==> src/program.hex <==
// instruction words, four per line, word address rising left to right
24001000 24011004 24021008 2403100c
24041010 24051014 24061018 2407101c
24081020 24091024 240a1028 240b102c
240c1030 240d1034 240e1038 240f103c
24101040 24111044 24121048 2413104c
24141050 24151054 24161058 2417105c
24181060 24191064 241a1068 241b106c
241c1070 241d1074 241e1078 241f107c
24201080 24211084 24221088 2423108c
24241090 24251094 24261098 2427109c
242810a0 242910a4 242a10a8 242b10ac
242c10b0 242d10b4 242e10b8 242f10bc
243010c0 243110c4 243210c8 243310cc
243410d0 243510d4 243610d8 243710dc
243810e0 243910e4 243a10e8 243b10ec
243c10f0 243d10f4 243e10f8 243f10fc

==> src/hdl/frontend_pkg.sv <==
package frontend_pkg;

    // ####################
    // widths with a meaning
    typedef logic [31:0] addr_t;
    typedef logic [31:0] inst_t;
    typedef logic [4:0]  exc_code_t;

    // ####################
    // fixed addresses and codes
    localparam addr_t     RESET_PC   = 32'h0;
    localparam addr_t     EXC_VECTOR = 32'h80;
    localparam exc_code_t EXC_ADEL   = 5'h04;

    // memory and predictor geometry
    localparam int ROM_WORDS     = 64;
    localparam int ROM_ADDR_BITS = $clog2(ROM_WORDS);
    localparam int BTB_ENTRIES   = 16;
    localparam int BTB_IDX_BITS  = $clog2(BTB_ENTRIES);
    // tag is everything above the index and the byte offset
    localparam int BTB_TAG_BITS  = 32 - BTB_IDX_BITS - 2;

    typedef logic [BTB_TAG_BITS-1:0] btb_tag_t;

    // ####################
    // stage buses
    typedef struct packed {
        addr_t pc;
        logic  ex;
    } pre_to_fs_t;

    typedef struct packed {
        addr_t     pc;
        inst_t     inst;
        logic      ex;
        exc_code_t exc_code;
        logic      pred_taken;
        addr_t     pred_target;
    } fs_to_ds_t;

    typedef struct packed {
        logic  taken;
        addr_t target;
    } prediction_t;

    // resolved branch from the back end
    typedef struct packed {
        logic  valid;
        addr_t pc;
        logic  taken;
        addr_t target;
    } branch_result_t;

    typedef struct packed {
        logic  valid;
        addr_t pc;
    } redirect_t;

    // 2-bit saturating counter
    typedef enum logic [1:0] {
        strong_nt = 2'b00,
        weak_nt   = 2'b01,
        weak_t    = 2'b10,
        strong_t  = 2'b11
    } ctr_t;

endpackage

==> src/hdl/branch_predictor.sv <==
`timescale 1ns/10ps

module branch_predictor (
    input  logic                         clk,
    input  logic                         reset,
    input  logic                         lookup_en,
    input  frontend_pkg::addr_t          lookup_pc,
    input  frontend_pkg::branch_result_t branch_result,
    output frontend_pkg::prediction_t    bp_hit
);
    import frontend_pkg::*;

    // ####################
    // btb storage
    logic [BTB_ENTRIES-1:0] btb_valid;
    btb_tag_t               btb_tag [BTB_ENTRIES];
    addr_t                  btb_target [BTB_ENTRIES];
    ctr_t                   btb_ctr [BTB_ENTRIES];

    logic [BTB_IDX_BITS-1:0] lk_idx;
    btb_tag_t                lk_tag;
    logic                    lk_hit;
    logic [BTB_IDX_BITS-1:0] up_idx;
    btb_tag_t                up_tag;
    logic                    up_match;
    ctr_t                    ctr_next;

    assign lk_idx = lookup_pc[BTB_IDX_BITS+1:2];
    assign lk_tag = lookup_pc[31:BTB_IDX_BITS+2];
    assign up_idx = branch_result.pc[BTB_IDX_BITS+1:2];
    assign up_tag = branch_result.pc[31:BTB_IDX_BITS+2];

    // taken only on a tag hit with the counter in a taken state
    assign lk_hit = btb_valid[lk_idx] && (btb_tag[lk_idx] == lk_tag)
                    && (btb_ctr[lk_idx] inside {weak_t, strong_t});
    assign up_match = btb_valid[up_idx] && (btb_tag[up_idx] == up_tag);

    // ####################
    // lookup, registered and held
    always_ff @(posedge clk) begin
        if (reset) begin
            bp_hit <= '0;
        end else if (lookup_en) begin
            bp_hit.taken  <= lk_hit;
            bp_hit.target <= lk_hit ? btb_target[lk_idx] : '0;
        end
    end

    // saturating step
    always_comb begin
        case (btb_ctr[up_idx])
            strong_nt: ctr_next = branch_result.taken ? weak_nt : strong_nt;
            weak_nt:   ctr_next = branch_result.taken ? weak_t : strong_nt;
            weak_t:    ctr_next = branch_result.taken ? strong_t : weak_nt;
            strong_t:  ctr_next = branch_result.taken ? strong_t : weak_t;
            default:   ctr_next = weak_t;
        endcase
    end

    // ####################
    // update from branch results
    always_ff @(posedge clk) begin
        if (reset) begin
            btb_valid <= '0;
        end else if (branch_result.valid && branch_result.taken && !up_match) begin
            btb_valid[up_idx] <= 1'b1;
        end
    end

    always_ff @(posedge clk) begin
        if (branch_result.valid) begin
            if (up_match) begin
                btb_ctr[up_idx] <= ctr_next;
                if (branch_result.taken) begin
                    btb_target[up_idx] <= branch_result.target;
                end
            end else if (branch_result.taken) begin
                // allocate, a not-taken miss leaves the entry alone
                btb_tag[up_idx]    <= up_tag;
                btb_target[up_idx] <= branch_result.target;
                btb_ctr[up_idx]    <= weak_t;
            end
        end
    end

endmodule

==> src/hdl/fetch_stage.sv <==
`timescale 1ns/10ps

module fetch_stage (
    input  logic                      clk,
    input  logic                      reset,
    input  logic                      ps_to_fs_valid,
    input  frontend_pkg::pre_to_fs_t  ps_to_fs,
    input  logic                      ds_allowin,
    input  logic                      flush,
    input  frontend_pkg::redirect_t   redirect,
    input  frontend_pkg::inst_t       inst_rdata,
    input  frontend_pkg::prediction_t bp_hit,
    output logic                      fs_allowin,
    output logic                      fs_to_ds_valid,
    output frontend_pkg::fs_to_ds_t   fs_to_ds,
    output frontend_pkg::prediction_t prediction
);
    import frontend_pkg::*;

    logic       fs_valid;
    logic       fs_fresh;
    pre_to_fs_t fs_item;
    logic       fs_enter;
    logic       fs_kill;
    logic       fs_pred_taken;

    assign fs_kill    = flush || redirect.valid;
    assign fs_enter   = ps_to_fs_valid && fs_allowin;
    // fetch never waits on memory
    assign fs_allowin = !fs_valid || ds_allowin;

    // ####################
    // pipeline register
    always_ff @(posedge clk) begin
        if (reset) begin
            fs_valid <= 1'b0;
        end else if (fs_kill) begin
            fs_valid <= 1'b0;
        end else if (fs_allowin) begin
            fs_valid <= ps_to_fs_valid;
        end
    end

    always_ff @(posedge clk) begin
        if (fs_enter) begin
            fs_item <= ps_to_fs;
        end
    end

    // high only in the first cycle of an item
    always_ff @(posedge clk) begin
        if (reset) begin
            fs_fresh <= 1'b0;
        end else begin
            fs_fresh <= fs_enter && !fs_kill;
        end
    end

    // ####################
    // output towards decode
    // rom word and predictor result are held since the entry edge
    assign fs_pred_taken  = bp_hit.taken && !fs_item.ex;
    assign fs_to_ds_valid = fs_valid;

    always_comb begin
        fs_to_ds.pc          = fs_item.pc;
        fs_to_ds.inst        = fs_item.ex ? '0 : inst_rdata;
        fs_to_ds.ex          = fs_item.ex;
        fs_to_ds.exc_code    = fs_item.ex ? EXC_ADEL : '0;
        fs_to_ds.pred_taken  = fs_pred_taken;
        fs_to_ds.pred_target = fs_pred_taken ? bp_hit.target : '0;
    end

    // steer pre-fetch once, even if decode stalls this item
    always_comb begin
        prediction.taken  = fs_valid && fs_fresh && fs_pred_taken;
        prediction.target = bp_hit.target;
    end

endmodule

==> src/hdl/frontend_top.sv <==
`timescale 1ns/10ps

module frontend_top (
    input  logic                         clk,
    input  logic                         reset,
    input  logic                         ds_allowin,
    input  frontend_pkg::branch_result_t branch_result,
    input  frontend_pkg::redirect_t      redirect,
    input  logic                         flush,
    output logic                         fs_to_ds_valid,
    output frontend_pkg::fs_to_ds_t      fs_to_ds
);
    import frontend_pkg::*;

    logic        ps_to_fs_valid;
    pre_to_fs_t  ps_to_fs;
    logic        fs_allowin;
    prediction_t prediction;
    prediction_t bp_hit;
    inst_t       inst_rdata;
    logic        fetch_en;

    // rom and btb see the pc on the same edge fetch takes it
    assign fetch_en = ps_to_fs_valid && fs_allowin;

    // ####################
    // stages
    pre_fetch_stage i_pre_fetch (
        .clk            (clk),
        .reset          (reset),
        .fs_allowin     (fs_allowin),
        .prediction     (prediction),
        .redirect       (redirect),
        .flush          (flush),
        .ps_to_fs_valid (ps_to_fs_valid),
        .ps_to_fs       (ps_to_fs)
    );

    fetch_stage i_fetch (
        .clk            (clk),
        .reset          (reset),
        .ps_to_fs_valid (ps_to_fs_valid),
        .ps_to_fs       (ps_to_fs),
        .ds_allowin     (ds_allowin),
        .flush          (flush),
        .redirect       (redirect),
        .inst_rdata     (inst_rdata),
        .bp_hit         (bp_hit),
        .fs_allowin     (fs_allowin),
        .fs_to_ds_valid (fs_to_ds_valid),
        .fs_to_ds       (fs_to_ds),
        .prediction     (prediction)
    );

    // ####################
    // predictor and memory
    branch_predictor i_bpred (
        .clk           (clk),
        .reset         (reset),
        .lookup_en     (fetch_en),
        .lookup_pc     (ps_to_fs.pc),
        .branch_result (branch_result),
        .bp_hit        (bp_hit)
    );

    inst_rom i_rom (
        .clk   (clk),
        .en    (fetch_en),
        .addr  (ps_to_fs.pc),
        .rdata (inst_rdata)
    );

endmodule

==> src/hdl/inst_rom.sv <==
`timescale 1ns/10ps

module inst_rom (
    input  logic                clk,
    input  logic                en,
    input  frontend_pkg::addr_t addr,
    output frontend_pkg::inst_t rdata
);
    import frontend_pkg::*;

    inst_t                    mem [ROM_WORDS];
    logic [ROM_ADDR_BITS-1:0] word_idx;

    // program image
    initial begin
        $readmemh("/design/src/program.hex", mem);
    end

    // word index, upper bits ignored so the address wraps
    assign word_idx = addr[ROM_ADDR_BITS+1:2];

    // ####################
    // synchronous read
    // output stays put until the next enabled edge
    always_ff @(posedge clk) begin
        if (en) begin
            rdata <= mem[word_idx];
        end
    end

endmodule

==> src/hdl/pre_fetch_stage.sv <==
`timescale 1ns/10ps

module pre_fetch_stage (
    input  logic                      clk,
    input  logic                      reset,
    input  logic                      fs_allowin,
    input  frontend_pkg::prediction_t prediction,
    input  frontend_pkg::redirect_t   redirect,
    input  logic                      flush,
    output logic                      ps_to_fs_valid,
    output frontend_pkg::pre_to_fs_t  ps_to_fs
);
    import frontend_pkg::*;

    addr_t ps_pc;
    logic  ps_valid;
    logic  ps_go;

    // pc handed to fetch this cycle
    assign ps_go = ps_to_fs_valid && fs_allowin;

    // ####################
    // next pc selection
    always_ff @(posedge clk) begin
        if (reset) begin
            ps_pc    <= RESET_PC;
            ps_valid <= 1'b0;
        end else if (flush) begin
            // exception entry, pc offered from the next cycle on
            ps_pc    <= EXC_VECTOR;
            ps_valid <= 1'b0;
        end else if (redirect.valid) begin
            ps_pc    <= redirect.pc;
            ps_valid <= 1'b0;
        end else if (prediction.taken) begin
            // the fall-through pc waiting here is dropped
            ps_pc    <= prediction.target;
            ps_valid <= 1'b1;
        end else begin
            ps_valid <= 1'b1;
            if (ps_go) begin
                ps_pc <= ps_pc + 32'd4;
            end
        end
    end

    // ####################
    // bus towards fetch
    // no handoff while fetch is steering us to a target
    assign ps_to_fs_valid = ps_valid && !prediction.taken;

    always_comb begin
        ps_to_fs.pc = ps_pc;
        // misaligned fetch address
        ps_to_fs.ex = |ps_pc[1:0];
    end

endmodule

==> config.mk <==
export PLATFORM = sky130hd
export DESIGN_NAME = frontend_top
export DESIGN_NICKNAME = d
export VERILOG_FILES = /design/src/hdl/frontend_pkg.sv /design/src/hdl/branch_predictor.sv /design/src/hdl/fetch_stage.sv /design/src/hdl/frontend_top.sv /design/src/hdl/inst_rom.sv /design/src/hdl/pre_fetch_stage.sv
export SDC_FILE = /design/constraint.sdc
export NUM_CORES = 1
export LEC_CHECK = 0
export BUFFER_PORTS_ARGS = -buffer_cell sky130_fd_sc_hd__buf_2
export CAP_MARGIN = 0
export CORE_MARGIN = 3
export CORE_UTILIZATION = 66
export DETAILED_ROUTE_END_ITERATION = 12
export MAX_ROUTING_LAYER = met4
export PLACE_DENSITY = 0.85
export SLEW_MARGIN = 20
export SYNTH_ARGS = -nofsm -noshare
export SYNTH_HDL_FRONTEND = slang
export SYNTH_SLANG_ARGS = --single-unit
==> constraint.sdc <==
create_clock -name clk -period 12.5 [get_ports clk]
set_clock_uncertainty 0.05 [all_clocks]
set_input_delay 1.25 -clock clk [delete_from_list [all_inputs] [get_ports clk]]
set_output_delay 1.25 -clock clk [all_outputs]
set_load 0.02 [all_outputs]
## Word level (Yosys, flattened, before mapping)

Memory sizes are Yosys's and may differ from the RTL's. A register that Yosys moved wholly into a read port is not among the register bits.
Cells that the tools add are included.

| cells by class | value |
|---|---|
| add/subtract/negate cells | 1 |
| $lt $le $gt $ge | 3 |
| eq/ne operators | 7 |
| mux-type cells | 38 |
| bitwise gates (word level) | 3 |
| reduce and logical (&&, ||, !) cells | 26 |

Operator list:

| kind | number |
|---|---|
| 32-bit two-way mux | 7 |
| 26-bit == test | 2 |
| 32-bit by 3-bit adder with 32-bit output (second input constant) | 1 |
| 4-bit two-way mux | 6 |
| 1-bit two-way mux | 16 |
| 16-bit OR | 1 |
| 1-bit logical AND | 12 |
| 4-bit by 5-bit < comparator with 1-bit output (second input constant) | 2 |
| 1-bit binary-select mux with 4-bit select | 2 |
| 2-bit == test (second input constant) | 4 |
| 8-bit two-way mux | 1 |
| 2-bit case mux with 4 select lines | 1 |
| 2-bit two-way mux | 3 |
| 2-bit OR reduction | 3 |
| 1-bit zero test | 5 |
| 1-bit demux with 4-bit select | 1 |
| 4-bit by 1-bit >= comparator with 1-bit output (second input constant) | 1 |
| 4-bit nonzero test | 1 |
| 3-bit two-way mux | 1 |
| 3-bit nonzero test | 1 |
| 2-bit by 1-bit == test with 1-bit output (second input constant) | 1 |
| 2-bit zero test | 1 |
| 1-bit logical OR | 2 |
| 1-bit OR | 2 |
| 2-bit nonzero test | 1 |

| word-level totals | value |
|---|---|
| bits in registers | 149 |
| bits in writable memories | 960 |
| bits of input ports | 103 |
| output and inout port bits | 104 |
| word-level logic and storage cells | 92 |
| memories kept | 3 |

Memory list:

| name | words | bits a word | read ports | clocked after Yosys merged registers in | wr ports | RTL line | RTL |
|---|---|---|---|---|---|---|---|
| i_bpred.btb_target | 16 | 32 | 1 | 1 | 1 | branch_predictor.sv:17 | `addr_t btb_target [BTB_ENTRIES];` |
| i_bpred.btb_tag | 16 | 26 | 2 | 1 | 1 | branch_predictor.sv:16 | `btb_tag_t btb_tag [BTB_ENTRIES];` |
| i_bpred.btb_ctr | 16 | 2 | 2 | 1 | 1 | branch_predictor.sv:18 | `ctr_t btb_ctr [BTB_ENTRIES];` |

## Depth between registers and ports, before layout

| depth | value |
|---|---|
| word-level depth | 11 |
| gate-level depth with buffers | 13 |
| depth with buffers taken out | 9 |

## By module

A second synthesis with hierarchy kept.

| unflattened totals | value |
|---|---|
| cell total of the unflattened synthesis | 2593 |
| area, all modules | 47182.8 um^2 |

Modules (own cells, without submodules):

| module | instances | cells each | area each (um^2) | seq. area each (um^2) |
|---|---|---|---|---|
| branch_predictor | 1 | 2097 | 42763.5 | 29808.6 |
| pre_fetch_stage | 1 | 310 | 2344.7 | 660.6 |
| fetch_stage | 1 | 152 | 1824.2 | 1031.0 |
| inst_rom | 1 | 33 | 244.0 | 0.0 |
| frontend_top | 1 | 1 | 6.3 | 0.0 |

## Least setup slack after synthesis

No wires, ideal clock.

| timing path | value |
|---|---|
| path kind | input-to-reg |
| start point | input branch_result[35] in the netlist's numbering |
| end point | memory i_bpred.btb_tag[10][0] in the netlist's numbering (enable) |
| setup time | 0.442 ns |
| arrival | 5.338 ns |
| required time | 12.008 ns |
| path slack | 6.671 ns |
| stages on the path | 12 |
| buffers on the path | 5 |
| cells stage by stage | buf_4 > buf_6 > buf_4 > buf_4 > mux4_2 > mux2i_1 > xnor2_1 > a211oi_1 > a311oi_1 > nor4_4 > buf_2 > nor3_1 |

| between the ends | value |
|---|---|
| longest elaborated chain between the ends | 6 |
| elaborated cells on any way between the ends | 8 |
| those cells by class | eq/ne (1); mux (5); reduce/logical (1); memory (1) |

Ends and longest elaborated chain:

| element | RTL line | RTL |
|---|---|---|
| start: declaration | frontend_top.sv:7 | `input frontend_pkg::branch_result_t branch_result,` |
| memory 16 x 26 bit / 1-bit binary-select mux with 4-bit select (equally long branches) | n/a |  |
| 26-bit == test / 1-bit two-way mux (equally long branches) | branch_predictor.sv:36 | `assign up_match = btb_valid[up_idx] && (btb_tag[up_idx] == up_tag);` |
| 1-bit logical AND | branch_predictor.sv:36 |  |
| 1-bit two-way mux | branch_predictor.sv:72 | `if (up_match) begin` |
| 1-bit two-way mux | branch_predictor.sv:71 | `if (branch_result.valid) begin` |
| 1-bit two-way mux (implied by the code) | branch_predictor.sv:79 | `btb_tag[up_idx] <= up_tag;` |
| end: declaration | branch_predictor.sv:16 |  |

Parallel ways exist; a longest one is shown, timed or not. The select of a mux whose other input is x is not followed.

## Worst setup path after layout

| timing path | value |
|---|---|
| start point | input branch_result[35] in the netlist's numbering |
| end point | memory i_bpred.btb_tag[10][8] in the netlist's numbering (enable) |

The elaborated chain is that of the path after synthesis.

==> metrics.cfg <==
[finish]
seq_area_mm2 = 0.0316
fill_cells = 3630
multiInputGateArea_mm2 = 0.0144
stdcell_count = 3755
synthToLayoutAreaGrowth_pct = 11.5
design_area_mm2 = 0.0524
nNetsFinal = 2818
drive_gt1_share_pct = 29.6

[floorplan]
core_mm2 = 0.0703
die_y_um = 273
die_x_um = 273
io_pins = 207
dieArea_mm2 = 0.0744
start_util_pct = 66.8
fp-row-count = 97

[synth]
syn_inst = 2562
synth_area_leaders = edfxtp_1, mux4_2, dfxtp_1
postSynth.asyncResetShare_pct = 0
yosysWarnings = 0
avgSynthCellArea_um2 = 18.3
synth_edf_count = 993
synth_common_cells = edfxtp_1, mux4_2, clkbuf_1, mux2i_1, dfxtp_1
synthesis.area_mm2 = 0.0470
ys_ff_latch = 1081
yosys.area.top_type_share_pct = 63.5
ys_types = 68
seq_area_frac_synth_pct = 67.2
synth.most_common_cell = edfxtp_1
synthFlopType = edfxtp_1
yosys.area.top_type = edfxtp_1

[timing]
setup_viol = 0
period_needed_ps = 6510
hold_viol_final = 0
finalCritPeriodShare_pct = 52.1
finalSetupTns_ps = 0
slew_viol_final = 0
tightest_slew_ps = 1180
max_slew_margin_pct = 21.4
rsz0062_at_grt = no
fmax_mhz = 154

[pwr]
p_total_mw = 7.83
power.density_mw_per_mm2 = 150
p_leak_nw = 16.8
max-vdd-ir-drop_mv = 0.158

[global_routing]
grtUsageTotal_pct = 37.4
grtUsageMet1_pct = 48.2
globalRouteMet2Util_pct = 55.9
use_met3_pct = 10.1
overflow = 0
grt_pass1_wl_um = 193000
grt_max_degree = 71
grt_pass1_vias = 28200
antenna_found_initial = 14
busiest_layer = met2

[setup_path]
r2r_cells = 11
worstReg2RegEnd = i_bpred.bp_hit[29]$_SDFFE_PP0P_
crit_type = input pin to register
endpoint_kind = register
worstPathArrival_ps = 6740
cp.required_ps = 12730
start_kind = input pin
reg2reg_slack_ps = 6700
crit_fanout = 67

[drt]
wl_per_cell_um = 35.5
viasPerCell = 7.42
drc = 0
drtPass1Iterations = 9
via_count = 27900
drtIter0Drc = 4699
ant_nets = 0
routed_wl_um = 133000

[clock_network]
ctsHoldBuffers = 0
clock-root-buffer = clkbuf_16
clk_path_buf_depth = 3
clkSinkCount = 1081
insertion_delay_ps = 700
cts_made_buffers = 104
htree_levels = 3
cts_tree = done
postCtsSetupBuffers = 0
ctsResizeCount = 0
clk_pin_slew_worst_paths_ps = 70

[run_status]
outcome = completed

[place]
io_buffers = 168
gp_congestion = 0.908
place_hpwl_um = 74900
placed_area_mm2 = 0.0487
placed_cells = 3548

[hold_path]
hold_class = register to register
hold_end = i_bpred.bp_hit[32]$_SDFFE_PP0P_
whs_path_depth = 2
min-delay-start = i_bpred.bp_hit[32]$_SDFFE_PP0P_

[run]
maxCapViolCount = 0

-- layout make-up --
class	instances	share of cell area, %
sequential	1081	60.3
multi-input combinational	1229	27.5
clock buffer	123	5.16
timing repair buffer	229	2.51
tap	940	2.25
clock inverter	69	1.68
inverter	69	0.497
antenna	15	0.0717
-- sequential cells by signal, summed over array words and instances, names as in the netlist, named ones only --
name                    flops
i_pre_fetch.ps_valid        1
i_bpred.bp_hit             33
i_fetch.fs_fresh            1
i_fetch.fs_to_ds           33
i_fetch.fs_to_ds_valid      1
i_pre_fetch.ps_pc          30
i_bpred.btb_ctr            32
i_bpred.btb_target        512
i_bpred.btb_valid          16
i_bpred.btb_tag           416
-- cells in the final DEF, fill, tap and decap left out, types with 15 or more instances in the layout --
cell type	n
a211oi_1	43
a21oi_1	54
a22o_1	15
and2_1	35
buf_2	165
buf_4	63
bufinv_16	16
clkbuf_1	16
clkbuf_16	104
clkinv_2	24
conb_1	36
dfxtp_1	85
diode_2	15
edfxtp_1	993
inv_1	66
mux2i_1	95
mux4_2	377
nand2_1	70
nand3_1	23
nor2_1	66
nor2_4	16
nor3_1	34
o2111a_1	16
o21ai_0	68
o32ai_1	17
xnor2_1	67
xor2_1	39
-- cells by family after synthesis --
family                   synth area share, %
flip-flops                              67.2
multiplexers                            20.4
AND/OR/NAND/NOR                         3.36
buffers and inverters                   2.88
AO/OA/AOI/OAI                           4.09
XOR/XNOR                                1.98
adder cells (fa/ha/maj)               0.0480
other                                0.00798
-- through the flow --
| stage | util [%] | setup slack, ps | hold WS [ps] |
|---|---|---|---|
| floorplan | - | 6670 | 356 |
| global placement | 69.4 | 5720 | 376 |
| detailed placement | 69.4 | 5550 | 382 |
| CTS | 74.5 | 6130 | 415 |
| global route | 74.5 | 5820 | 442 |
| finish | 74.5 | 5990 | 415 |
-- worst max-delay path, stage by stage --
cell and delay (ps):
clkbuf_8 560, buf_4 640, nor2b_1 840, a22o_1 310
o21ai_0 110, nand3_1 200, nor4_1 90, a311oi_1 690
nor4_4 110, buf_4 360, nor3_2 990, buf_4 530
-- worst max-delay path by stage --
stage / from / slack, ps / cells after the start / to
2_1_floorplan: branch_result[35] / 6670 / 12 / i_bpred.btb_tag[10][0]$_DFFE_PP_
3_3_place_gp: branch_result[35] / 5720 / 12 / i_bpred.btb_tag[10][12]$_DFFE_PP_
3_5_place_dp: branch_result[35] / 5550 / 12 / i_bpred.btb_tag[10][6]$_DFFE_PP_
4_1_cts: branch_result[35] / 6130 / 12 / i_bpred.btb_tag[10][8]$_DFFE_PP_
5_1_grt: branch_result[35] / 5820 / 12 / i_bpred.btb_tag[10][11]$_DFFE_PP_
6_report: branch_result[35] / 5990 / 12 / i_bpred.btb_tag[10][8]$_DFFE_PP_
-- routing by layer --
metal / vias up / wire, um / share of wire (%)
met5: - / 0 / 0
met4: 0 / 6960 / 5.2
met3: 475 / 19600 / 15
met2: 2675 / 63600 / 48
met1: 14000 / 43000 / 32
li1: 10700 / - / -
-- power breakdown --
group          switching (mW)  total (mW)  internal (mW)
Clock                    1.41        3.30           1.89
Combinational           0.306       0.498          0.192
Sequential             0.0418        4.04           3.99
No activity file was read; power rests on OpenSTA's default activity.
